==> config.mk <==
export PLATFORM = sky130hd
export DESIGN_NAME = pcie_cfg_bridge
export DESIGN_NICKNAME = d
export VERILOG_FILES = /design/src/cfg_bridge_pkg.sv /design/src/cfg_shadow.sv /design/src/msi_cfg_out.sv /design/src/rxm_rdata_mux.sv /design/src/pcie_cfg_bridge.sv
export SDC_FILE = /design/constraint.sdc
export NUM_CORES = 1
export LEC_CHECK = 0
export ABC_AREA = 1
export BUFFER_PORTS_ARGS = -buffer_cell sky130_fd_sc_hd__buf_2
export CAP_MARGIN = 20
export CORE_AREA = 4 4 256 258
export DETAILED_ROUTE_END_ITERATION = 8
export DIE_AREA = 0 0 260 262
export MAX_ROUTING_LAYER = met4
export PLACE_DENSITY = 0.45
export SLEW_MARGIN = 25
export SYNTH_ARGS = -nofsm -noshare
export SYNTH_HDL_FRONTEND = slang
export SYNTH_HIERARCHICAL = 1
export SYNTH_SLANG_ARGS = --single-unit
==> constraint.sdc <==
create_clock -name AvlClk_i -period 11.75 [get_ports AvlClk_i]
set_input_delay 2.35 -clock AvlClk_i [delete_from_list [all_inputs] [get_ports AvlClk_i]]
set_output_delay 2.35 -clock AvlClk_i [all_outputs]
set_load 0.005 [all_outputs]
==> src/cfg_bridge_pkg.sv <==
// Shared widths, config-bus addresses and types; assumes the 4-bit/32-bit hard IP config bus and 64-bit Avalon reads
package cfg_bridge_pkg;

   // Widths and counts
   localparam int CFG_ADDR_W    = 4;
   localparam int CFG_DATA_W    = 32;
   localparam int RXM_DATA_W    = 64;
   localparam int BUS_DEV_W     = 13;
   localparam int MSI_ADDR_W    = 64;
   localparam int MSI_DATA_W    = 16;
   localparam int MAX_RXM_PORTS = 6;

   // Configuration bus addresses, anything else is ignored
   localparam logic [CFG_ADDR_W-1:0] CFG_A_DEVCSR     = 4'h0;
   localparam logic [CFG_ADDR_W-1:0] CFG_A_PRMCSR     = 4'h3;
   localparam logic [CFG_ADDR_W-1:0] CFG_A_MSI_ADDR_0 = 4'h5;  // MSI addr 11:0
   localparam logic [CFG_ADDR_W-1:0] CFG_A_MSI_ADDR_2 = 4'h6;  // MSI addr 43:32
   localparam logic [CFG_ADDR_W-1:0] CFG_A_MSI_ADDR_1 = 4'h9;  // MSI addr 31:12
   localparam logic [CFG_ADDR_W-1:0] CFG_A_MSI_ADDR_3 = 4'hB;  // MSI addr 63:44
   localparam logic [CFG_ADDR_W-1:0] CFG_A_MSI_CTL    = 4'hD;
   localparam logic [CFG_ADDR_W-1:0] CFG_A_BUSDEV     = 4'hF;  // Also carries MSI data

   // Halves view of a config word
   typedef struct packed {
      logic [15:0] hi;
      logic [15:0] lo;
   } cfg_halves_t;

   // Command register sits in the middle of the word
   typedef struct packed {
      logic [7:0]  top;
      logic [15:0] cmd;
      logic [7:0]  low;
   } cfg_mid_t;

   typedef union packed {
      cfg_halves_t split;
      cfg_mid_t    mid;
   } cfg_halves_u;

   // Fragment view used by the MSI address pieces
   typedef struct packed {
      logic [19:0] upper;  // 20-bit fragment
      logic [11:0] lower;
   } cfg_frag_t;

   typedef struct packed {
      logic [11:0] top;    // 12-bit fragment
      logic [19:0] rest;
   } cfg_top_t;

   typedef union packed {
      cfg_frag_t split;
      cfg_top_t  top;
   } cfg_frag_u;

   // One config data word, decoded as halves or as address fragments
   typedef union packed {
      cfg_halves_u halves;
      cfg_frag_u   frag;
   } cfg_word_u;

   // Shadow copy of the config space fields the bridge cares about
   typedef struct packed {
      logic [BUS_DEV_W-1:0]  bus_dev;
      logic [CFG_DATA_W-1:0] dev_csr;
      logic [15:0]           prm_csr;
      logic [15:0]           msi_en;
      logic [15:0]           msix_ctl;
      logic [MSI_ADDR_W-1:0] msi_addr;
      logic [MSI_DATA_W-1:0] msi_data;
   } cfg_shadow_t;

   // MSI interface word, 82 bits
   typedef struct packed {
      logic                  master_en;  // Command bit 2
      logic                  msi_en;     // MSI enable bit 0
      logic [MSI_DATA_W-1:0] msi_data;
      logic [MSI_ADDR_W-1:0] msi_addr;
   } msi_intfc_t;

   // Read response of one Avalon master port
   typedef struct packed {
      logic                  wait_req;
      logic                  valid;
      logic [RXM_DATA_W-1:0] data;
   } rxm_rsp_t;

endpackage

==> src/cfg_shadow.sv <==
// Config bus is sampled every cycle with no strobe; a held word rewrites the same value, unknown addresses are dropped
`timescale 1ns/1ps

module cfg_shadow
(
   input  logic                                   AvlClk_i,
   input  logic                                   Rstn_i,
   input  logic [cfg_bridge_pkg::CFG_ADDR_W-1:0]  cfg_addr_i,
   input  cfg_bridge_pkg::cfg_word_u              cfg_data_i,
   output logic                                   rst_sync_n_o,
   output cfg_bridge_pkg::cfg_shadow_t            shadow_o
);

   import cfg_bridge_pkg::*;

   logic                  rst_meta_n;
   logic                  rst_sync_n;
   logic [CFG_ADDR_W-1:0] cfg_addr_q;
   cfg_word_u             cfg_data_q;

   // Reset asserts at once, releases after two clock edges
   always_ff @(posedge AvlClk_i or negedge Rstn_i)
   begin
      if (!Rstn_i)
      begin
         rst_meta_n <= 1'b0;
         rst_sync_n <= 1'b0;
      end
      else
      begin
         rst_meta_n <= 1'b1;
         rst_sync_n <= rst_meta_n;
      end
   end

   assign rst_sync_n_o = rst_sync_n;

   // Input pipeline for the config bus
   always_ff @(posedge AvlClk_i or negedge rst_sync_n)
   begin
      if (!rst_sync_n)
      begin
         cfg_addr_q <= '0;
         cfg_data_q <= '0;
      end
      else
      begin
         cfg_addr_q <= cfg_addr_i;
         cfg_data_q <= cfg_data_i;
      end
   end

   // Address decode into the shadow fields
   // Each field keeps its value unless its own address shows up
   always_ff @(posedge AvlClk_i or negedge Rstn_i)
   begin
      if (!Rstn_i)
      begin
         shadow_o <= '0;
      end
      else
      begin
         case (cfg_addr_q)
            CFG_A_DEVCSR:
            begin
               // Status/control sit in the upper half
               shadow_o.dev_csr <= {16'h0, cfg_data_q.halves.split.hi};
            end
            CFG_A_PRMCSR:
            begin
               shadow_o.prm_csr <= cfg_data_q.halves.mid.cmd;
            end
            CFG_A_MSI_ADDR_0:
            begin
               shadow_o.msi_addr[11:0] <= cfg_data_q.frag.top.top;
            end
            CFG_A_MSI_ADDR_1:
            begin
               shadow_o.msi_addr[31:12] <= cfg_data_q.frag.split.upper;
            end
            CFG_A_MSI_ADDR_2:
            begin
               shadow_o.msi_addr[43:32] <= cfg_data_q.frag.top.top;
            end
            CFG_A_MSI_ADDR_3:
            begin
               shadow_o.msi_addr[63:44] <= cfg_data_q.frag.split.upper;
            end
            CFG_A_MSI_CTL:
            begin
               shadow_o.msi_en   <= cfg_data_q.halves.split.lo;
               shadow_o.msix_ctl <= cfg_data_q.halves.split.hi;  // MSI-X control in upper half
            end
            CFG_A_BUSDEV:
            begin
               // Bus/device and MSI data share this word
               shadow_o.bus_dev  <= cfg_data_q.halves.split.lo[BUS_DEV_W-1:0];
               shadow_o.msi_data <= cfg_data_q.halves.split.hi;
            end
            default:
            begin
               shadow_o <= shadow_o;  // Unused address
            end
         endcase
      end
   end

endmodule

==> src/msi_cfg_out.sv <==
// One register stage on the synchronized reset; outputs read zero until the first config words land
`timescale 1ns/1ps

module msi_cfg_out
(
   input  logic                                  AvlClk_i,
   input  logic                                  rst_sync_n_i,
   input  cfg_bridge_pkg::cfg_shadow_t           shadow_i,
   output cfg_bridge_pkg::msi_intfc_t            msi_intfc_o,
   output logic [15:0]                           msi_control_o,
   output logic [15:0]                           msix_intfc_o,
   output logic [cfg_bridge_pkg::CFG_DATA_W-1:0] dev_csr_o,
   output logic [cfg_bridge_pkg::BUS_DEV_W-1:0]  bus_dev_o
);

   import cfg_bridge_pkg::*;

   msi_intfc_t msi_word;

   // Pack the MSI interface word from the shadow set
   always_comb
   begin
      msi_word.master_en = shadow_i.prm_csr[2];  // Bus master enable
      msi_word.msi_en    = shadow_i.msi_en[0];
      msi_word.msi_data  = shadow_i.msi_data;
      msi_word.msi_addr  = shadow_i.msi_addr;
   end

   // Output registers
   always_ff @(posedge AvlClk_i or negedge rst_sync_n_i)
   begin
      if (!rst_sync_n_i)
      begin
         msi_intfc_o   <= '0;
         msi_control_o <= '0;
         msix_intfc_o  <= '0;
         dev_csr_o     <= '0;
         bus_dev_o     <= '0;
      end
      else
      begin
         msi_intfc_o   <= msi_word;
         msi_control_o <= shadow_i.msi_en;    // Full MSI enable field
         msix_intfc_o  <= shadow_i.msix_ctl;
         dev_csr_o     <= shadow_i.dev_csr;
         bus_dev_o     <= shadow_i.bus_dev;
      end
   end

endmodule

==> src/rxm_rdata_mux.sv <==
// Combinational merge with no back-pressure; colliding valids return zero data, disabled ports never win
`timescale 1ns/1ps

module rxm_rdata_mux
#(
   parameter int unsigned                 NUM_RXM_PORTS = cfg_bridge_pkg::MAX_RXM_PORTS,
   parameter logic [NUM_RXM_PORTS-1:0]    RXM_PORT_EN   = '1
)
(
   input  cfg_bridge_pkg::rxm_rsp_t [NUM_RXM_PORTS-1:0] rxm_rsp_i,
   output logic [NUM_RXM_PORTS-1:0]                     rxm_wait_o,
   output logic                                         rd_valid_o,
   output logic [cfg_bridge_pkg::RXM_DATA_W-1:0]        rd_data_o
);

   import cfg_bridge_pkg::*;

   logic [MAX_RXM_PORTS-1:0] valid_vec;
   logic [MAX_RXM_PORTS-1:0] wait_vec;
   logic [RXM_DATA_W-1:0]    data_arr [MAX_RXM_PORTS];
   logic                     valid_onehot;

   // Tie off ports that are disabled or not built
   for (genvar i = 0; i < MAX_RXM_PORTS; i++)
   begin : g_port
      if (i < NUM_RXM_PORTS)
      begin : g_built
         if (RXM_PORT_EN[i])
         begin : g_on
            assign valid_vec[i] = rxm_rsp_i[i].valid;
            assign wait_vec[i]  = rxm_rsp_i[i].wait_req;
            assign data_arr[i]  = rxm_rsp_i[i].data;
         end
         else
         begin : g_off
            assign valid_vec[i] = 1'b0;
            assign wait_vec[i]  = 1'b1;  // Stall anything aimed at a dead port
            assign data_arr[i]  = '0;
         end
      end
      else
      begin : g_absent
         assign valid_vec[i] = 1'b0;
         assign wait_vec[i]  = 1'b1;
         assign data_arr[i]  = '0;
      end
   end

   assign rxm_wait_o   = wait_vec[NUM_RXM_PORTS-1:0];
   assign rd_valid_o   = |valid_vec;
   assign valid_onehot = (valid_vec != '0) && ((valid_vec & (valid_vec - 1'b1)) == '0);

   // One-hot select, zero otherwise
   always_comb
   begin
      rd_data_o = '0;
      if (valid_onehot)
      begin
         for (int p = 0; p < MAX_RXM_PORTS; p++)
         begin
            if (valid_vec[p])
            begin
               rd_data_o = data_arr[p];
            end
         end
      end
   end

endmodule

==> src/pcie_cfg_bridge.sv <==
// Config path and read-return mux are independent; config outputs lag the bus by three clocks, reads by none
`timescale 1ns/1ps

module pcie_cfg_bridge
#(
   parameter int unsigned              NUM_RXM_PORTS = cfg_bridge_pkg::MAX_RXM_PORTS,
   parameter logic [NUM_RXM_PORTS-1:0] RXM_PORT_EN   = '1  // Set a bit for each port with a BAR
)
(
   input  logic                                         AvlClk_i,
   input  logic                                         Rstn_i,

   // Config bus from the hard IP
   input  logic [cfg_bridge_pkg::CFG_ADDR_W-1:0]        cfg_addr_i,
   input  logic [cfg_bridge_pkg::CFG_DATA_W-1:0]        cfg_data_i,

   // Avalon master read returns
   input  cfg_bridge_pkg::rxm_rsp_t [NUM_RXM_PORTS-1:0] rxm_rsp_i,
   output logic [NUM_RXM_PORTS-1:0]                     rxm_wait_o,
   output logic                                         txs_rd_valid_o,
   output logic [cfg_bridge_pkg::RXM_DATA_W-1:0]        txs_rd_data_o,

   // Config outputs
   output cfg_bridge_pkg::msi_intfc_t                   msi_intfc_o,
   output logic [15:0]                                  msi_control_o,
   output logic [15:0]                                  msix_intfc_o,
   output logic [cfg_bridge_pkg::CFG_DATA_W-1:0]        dev_csr_o,
   output logic [cfg_bridge_pkg::BUS_DEV_W-1:0]         bus_dev_o
);

   import cfg_bridge_pkg::*;

   logic        rst_sync_n;
   cfg_shadow_t shadow;

   // Capture and decode of the config stream
   cfg_shadow u_cfg_shadow
   (
      .AvlClk_i     (AvlClk_i),
      .Rstn_i       (Rstn_i),
      .cfg_addr_i   (cfg_addr_i),
      .cfg_data_i   (cfg_data_i),
      .rst_sync_n_o (rst_sync_n),
      .shadow_o     (shadow)
   );

   // Registered config outputs
   msi_cfg_out u_msi_cfg_out
   (
      .AvlClk_i      (AvlClk_i),
      .rst_sync_n_i  (rst_sync_n),
      .shadow_i      (shadow),
      .msi_intfc_o   (msi_intfc_o),
      .msi_control_o (msi_control_o),
      .msix_intfc_o  (msix_intfc_o),
      .dev_csr_o     (dev_csr_o),
      .bus_dev_o     (bus_dev_o)
   );

   // Read data back toward the TX slave
   rxm_rdata_mux
   #(
      .NUM_RXM_PORTS (NUM_RXM_PORTS),
      .RXM_PORT_EN   (RXM_PORT_EN)
   )
   u_rxm_rdata_mux
   (
      .rxm_rsp_i  (rxm_rsp_i),
      .rxm_wait_o (rxm_wait_o),
      .rd_valid_o (txs_rd_valid_o),
      .rd_data_o  (txs_rd_data_o)
   );

endmodule

; Yosys cells after proc, flatten, opt, wreduce, memory -nomap -nowiden
; Cells that the tools add are included.
[classes]
add_sub_neg = 1
eq_ne = 7
n_mux = 7
bitwise_logic = 1
reduce_logical = 5
[op_table]
columns = cell, count
row1 = 64-bit 2-to-1 mux, 7
row2 = 4-bit == test (second input constant), 4
row3 = 4-bit by 3-bit == test with 1-bit output (second input constant), 2
row4 = 6-bit AND, 1
row5 = 6-bit zero test, 1
row6 = 6-bit nonzero test, 1
row7 = 6-bit OR reduction, 1
row8 = 6-bit by 1-bit subtractor with 6-bit output (second input constant), 1
row9 = 4-bit by 2-bit == test with 1-bit output (second input constant), 1
row10 = 4-bit zero test, 1
row11 = 1-bit logical AND, 1
[word_totals]
regBits = 325
input_bits = 434
output_inout_bits = 230

; Depth between registers and ports, before layout
[logic_depth]
word_depth = 7
ltp_mapped = 9
mapped_depth_nobuf = 8

; Cells and area by module
; The synthesis kept the hierarchy.
[modules_own_cells]
columns = module, n_inst, cells_each, area_per_inst_um2, seq_area_each_um2
row1 = cfg_shadow, 1, 753, 7260.7, 4879.7
row2 = msi_cfg_out, 1, 159, 3961.3, 3953.8
row3 = rxm_rdata_mux, 1, 888, 3933.8, 0.0

; Worst setup path after synthesis
; Ideal clock, no wire load.
[synth_timing]
path_kind = input-to-output
from = in rxm_rsp_i[64] (netlist bit)
to = out txs_rd_data_o[10] (netlist bit)
t_arrival_ns = 3.324
setup_slack_ns = 6.076
cell_stages = 7
path_buffers = 2
cell_sequence = clkbuf_1 -> nand2_1 -> nand2_1 -> a21oi_4 -> nand2_4 -> buf_6 -> nor2_1
[synth_between]
elab_chain_cells = 7
elab_cells_between_ends = 12
classes_between = 1 x add/sub / 7 x mux / 1 x bitwise / 3 x reduce/logical
[synth_rtl]
columns = element, line_no
row1 = "start, declared", pcie_cfg_bridge.sv:18  ; input cfg_bridge_pkg::rxm_rsp_t [NUM_RXM_PORTS-1:0] rxm_rsp_i,
row2 = branches (longest 6 deep; another with 6-bit by 1-bit subtractor with 6-bit output), n/a
row3 = 64-bit 2-to-1 mux *, rxm_rdata_mux.sv:57  ; if (valid_onehot)
row4 = "end, declared", pcie_cfg_bridge.sv:21  ; output logic [cfg_bridge_pkg::RXM_DATA_W-1:0] txs_rd_data_o,
; Every way passes the cells marked *.

; Final worst setup path
[layout_timing]
from = in rxm_rsp_i[262] (netlist bit)
to = out txs_rd_data_o[35] (netlist bit)
[layout_between]
elab_chain_cells = 5
elab_cells_between_ends = 9
classes_between = 1 x add/sub / 4 x mux / 1 x bitwise / 3 x reduce/logical
[layout_rtl]
columns = element, line_no
row1 = 6-bit by 1-bit subtractor with 6-bit output, rxm_rdata_mux.sv:51  ; assign valid_onehot = (valid_vec != '0) && ((valid_vec & (valid_vec - 1'b1)) == '0);
row2 = 6-bit AND, rxm_rdata_mux.sv:51
row3 = 6-bit zero test, rxm_rdata_mux.sv:51
row4 = 1-bit logical AND, rxm_rdata_mux.sv:51
row5 = 64-bit 2-to-1 mux *, rxm_rdata_mux.sv:57
; Every way passes the cells marked *; elsewhere a longest branch is shown, timed or not.

==> impl_metrics.toml <==
[placed_design]
detailed_place_hpwl_mm = 58.3
dp.cells = 3130
port_buffers = 651
place_congestion = 1.05
placed_area_um2 = 18400

[logic_synthesis]
syn_area_um2 = 14600
avgSynthCellArea_um2 = 8.39
yosysWarnings = 6
syn_inst = 1738

[timing]
worst_slew_pin_slew_ns = 1.08
clock.fmax_mhz = 133
min_period_ns = 7.52
relSlewSlack_pct = 27.9
whs_ns = 0.224
hold_viol = 0
clock_skew_ns = 0.0205
setup_viol = 0
fin_setup_tns_ns = 0
min_period_over_period_pct = 64.0
drv_slew = 0
rsz0062_at_grt = "no"

[cts]
cts_root_buf = "clkbuf_16"
clock_latency_ns = 0.57
htree_num_levels = 1
cts_tree = "done"
post_cts.repair.setup_buffers = 0
cts.sinks = 338
postCtsHoldBufs = 0
ctsResizeCount = 0
numCtsBuffers = 31
cts_buffer_depth = 3
clk_pin_slew_ns = 0.07

[drt]
drt-total-wl_mm = 74.3
drc = 0
ant_nets = 0
drt_pre_antenna_iters = 5
wl_per_cell_um = 23.1
vias_per_cell = 4.42
via_count = 14200
drt-initial-drc-count = 932

[finish]
final_cells = 3218
fin_nets = 2751
drive_gt1_share_pct = 34.5
n_fill_cell = 6912
design_area_um2 = 19500
layout_commonest_cell = "nand2_1"
syn_to_final_growth_pct = 34.0
layout_common_cells = "655 x nand2_1, 650 x buf_2, 337 x dfrtp_1"

[setup_path]
r2r_end = "u_cfg_shadow/shadow_o[101]"
r2r_slack_ns = 9.27
worstSetupStartpointType = "input pin"
startpoint = "rxm_rsp_i[262]"
required_ns = 9.40
reg2reg_from = "u_cfg_shadow/cfg_addr_q[0]"
end_kind = "primary output"
crit_end = "txs_rd_data_o[35]"
worstPathMaxFanout = 70
arrival_ns = 5.17
reg2regPathDepth = 7
critPathKind = "input pin to primary output"

[min_path]
hold_class = "register to async pin"

[pwr]
leakage_uw = 0.0105
powerDensity_nw_per_um2 = 152
ir_drop_v = 0.000103
power.total_uw = 2960

[die]
die_x_um = 260
pin_count = 664
rows = 92
die_h_um = 262
initial_core_util_pct = 23.2
dieArea_um2 = 68100
core_area_um2 = 63000

[job]
max_cap_violations = 0

[global_route]
antenna_found_initial = 45
overflow = 0
grt_usage_pct = 21.5
grt_pass1_vias = 14400
grt_pass1_wl_mm = 104
grt_max_degree = 89

[outcome]
status = "finished, final reports clean"
[where the power goes]
group / internal, µW / switching (µW)
clock network: 586 / 428
logic: 199 / 289
registers: 1360 / 107
[layer usage]
metal | up-vias | track usage, % | share of wire, %
li1 | 6681 | - | -
met1 | 6842 | 25.3 | 39
met2 | 580 | 37.8 | 52
met3 | 110 | 4.56 | 7.0
met4 | 0 | 5.05 | 2.5
met5 | - | - | 0
[worst min path at each step]
| stage | endpoint | slack, ns |
|---|---|---|
| 6_report | u_cfg_shadow/cfg_data_q[8] | 0.22 |
| 5_1_grt | u_msi_cfg_out/msi_control_o[11] | 0.26 |
| 3_5_place_dp | u_msi_cfg_out/msi_control_o[9] | 0.24 |
| 4_1_cts | u_cfg_shadow/cfg_data_q[8] | 0.25 |
| 3_3_place_gp | u_cfg_shadow/cfg_data_q[8] | 0.24 |
| 2_1_floorplan | u_cfg_shadow/rst_sync_n_o | 0.33 |
[state kept, by name, summed over array words and instances, names as in the netlist]
name,cells
u_msi_cfg_out/msix_intfc_o,16
u_cfg_shadow/shadow_o,142
u_cfg_shadow/cfg_addr_q,4
u_msi_cfg_out/msi_intfc_o,81
u_cfg_shadow/cfg_data_q,32
u_msi_cfg_out/msi_control_o,16
u_msi_cfg_out/bus_dev_o,13
u_cfg_shadow/rst_meta_n,1
u_msi_cfg_out/dev_csr_o,32
u_cfg_shadow/rst_sync_n_o,1
[area by class of cell]
type                    instances  area, µm²  share of cell area (%)
diodes                         31       77.6                   0.397
clock inverters                12        123                   0.627
multi-input cells            1261       5440                    27.8
inverters                      14       52.6                   0.269
flip-flops and latches        338       8460                    43.3
clock buffers                  45        918                    4.70
well taps                     846       1060                    5.42
repair buffers                671       3410                    17.5
[metrics by stage]
step | utilization, % | worst slack [ns]
after floorplan | - | 5.88
after global placement | 29.3 | 4.43
after detailed placement | 29.3 | 4.29
after CTS | 30.9 | 4.29
after global routing | 31.0 | 4.08
final | 31.0 | 4.23
[critical path, cell delays in order]
cell     delay [ns]
buf_2          0.14
buf_4          0.36
nor2_4         0.19
buf_4          0.58
nand2_1        0.18
nand2_1        0.11
nand2_1        0.09
nor2_4         0.23
nand2_4        0.41
nor2_1         0.28
buf_2          0.15
No activity file was read; power rests on OpenSTA's default activity.
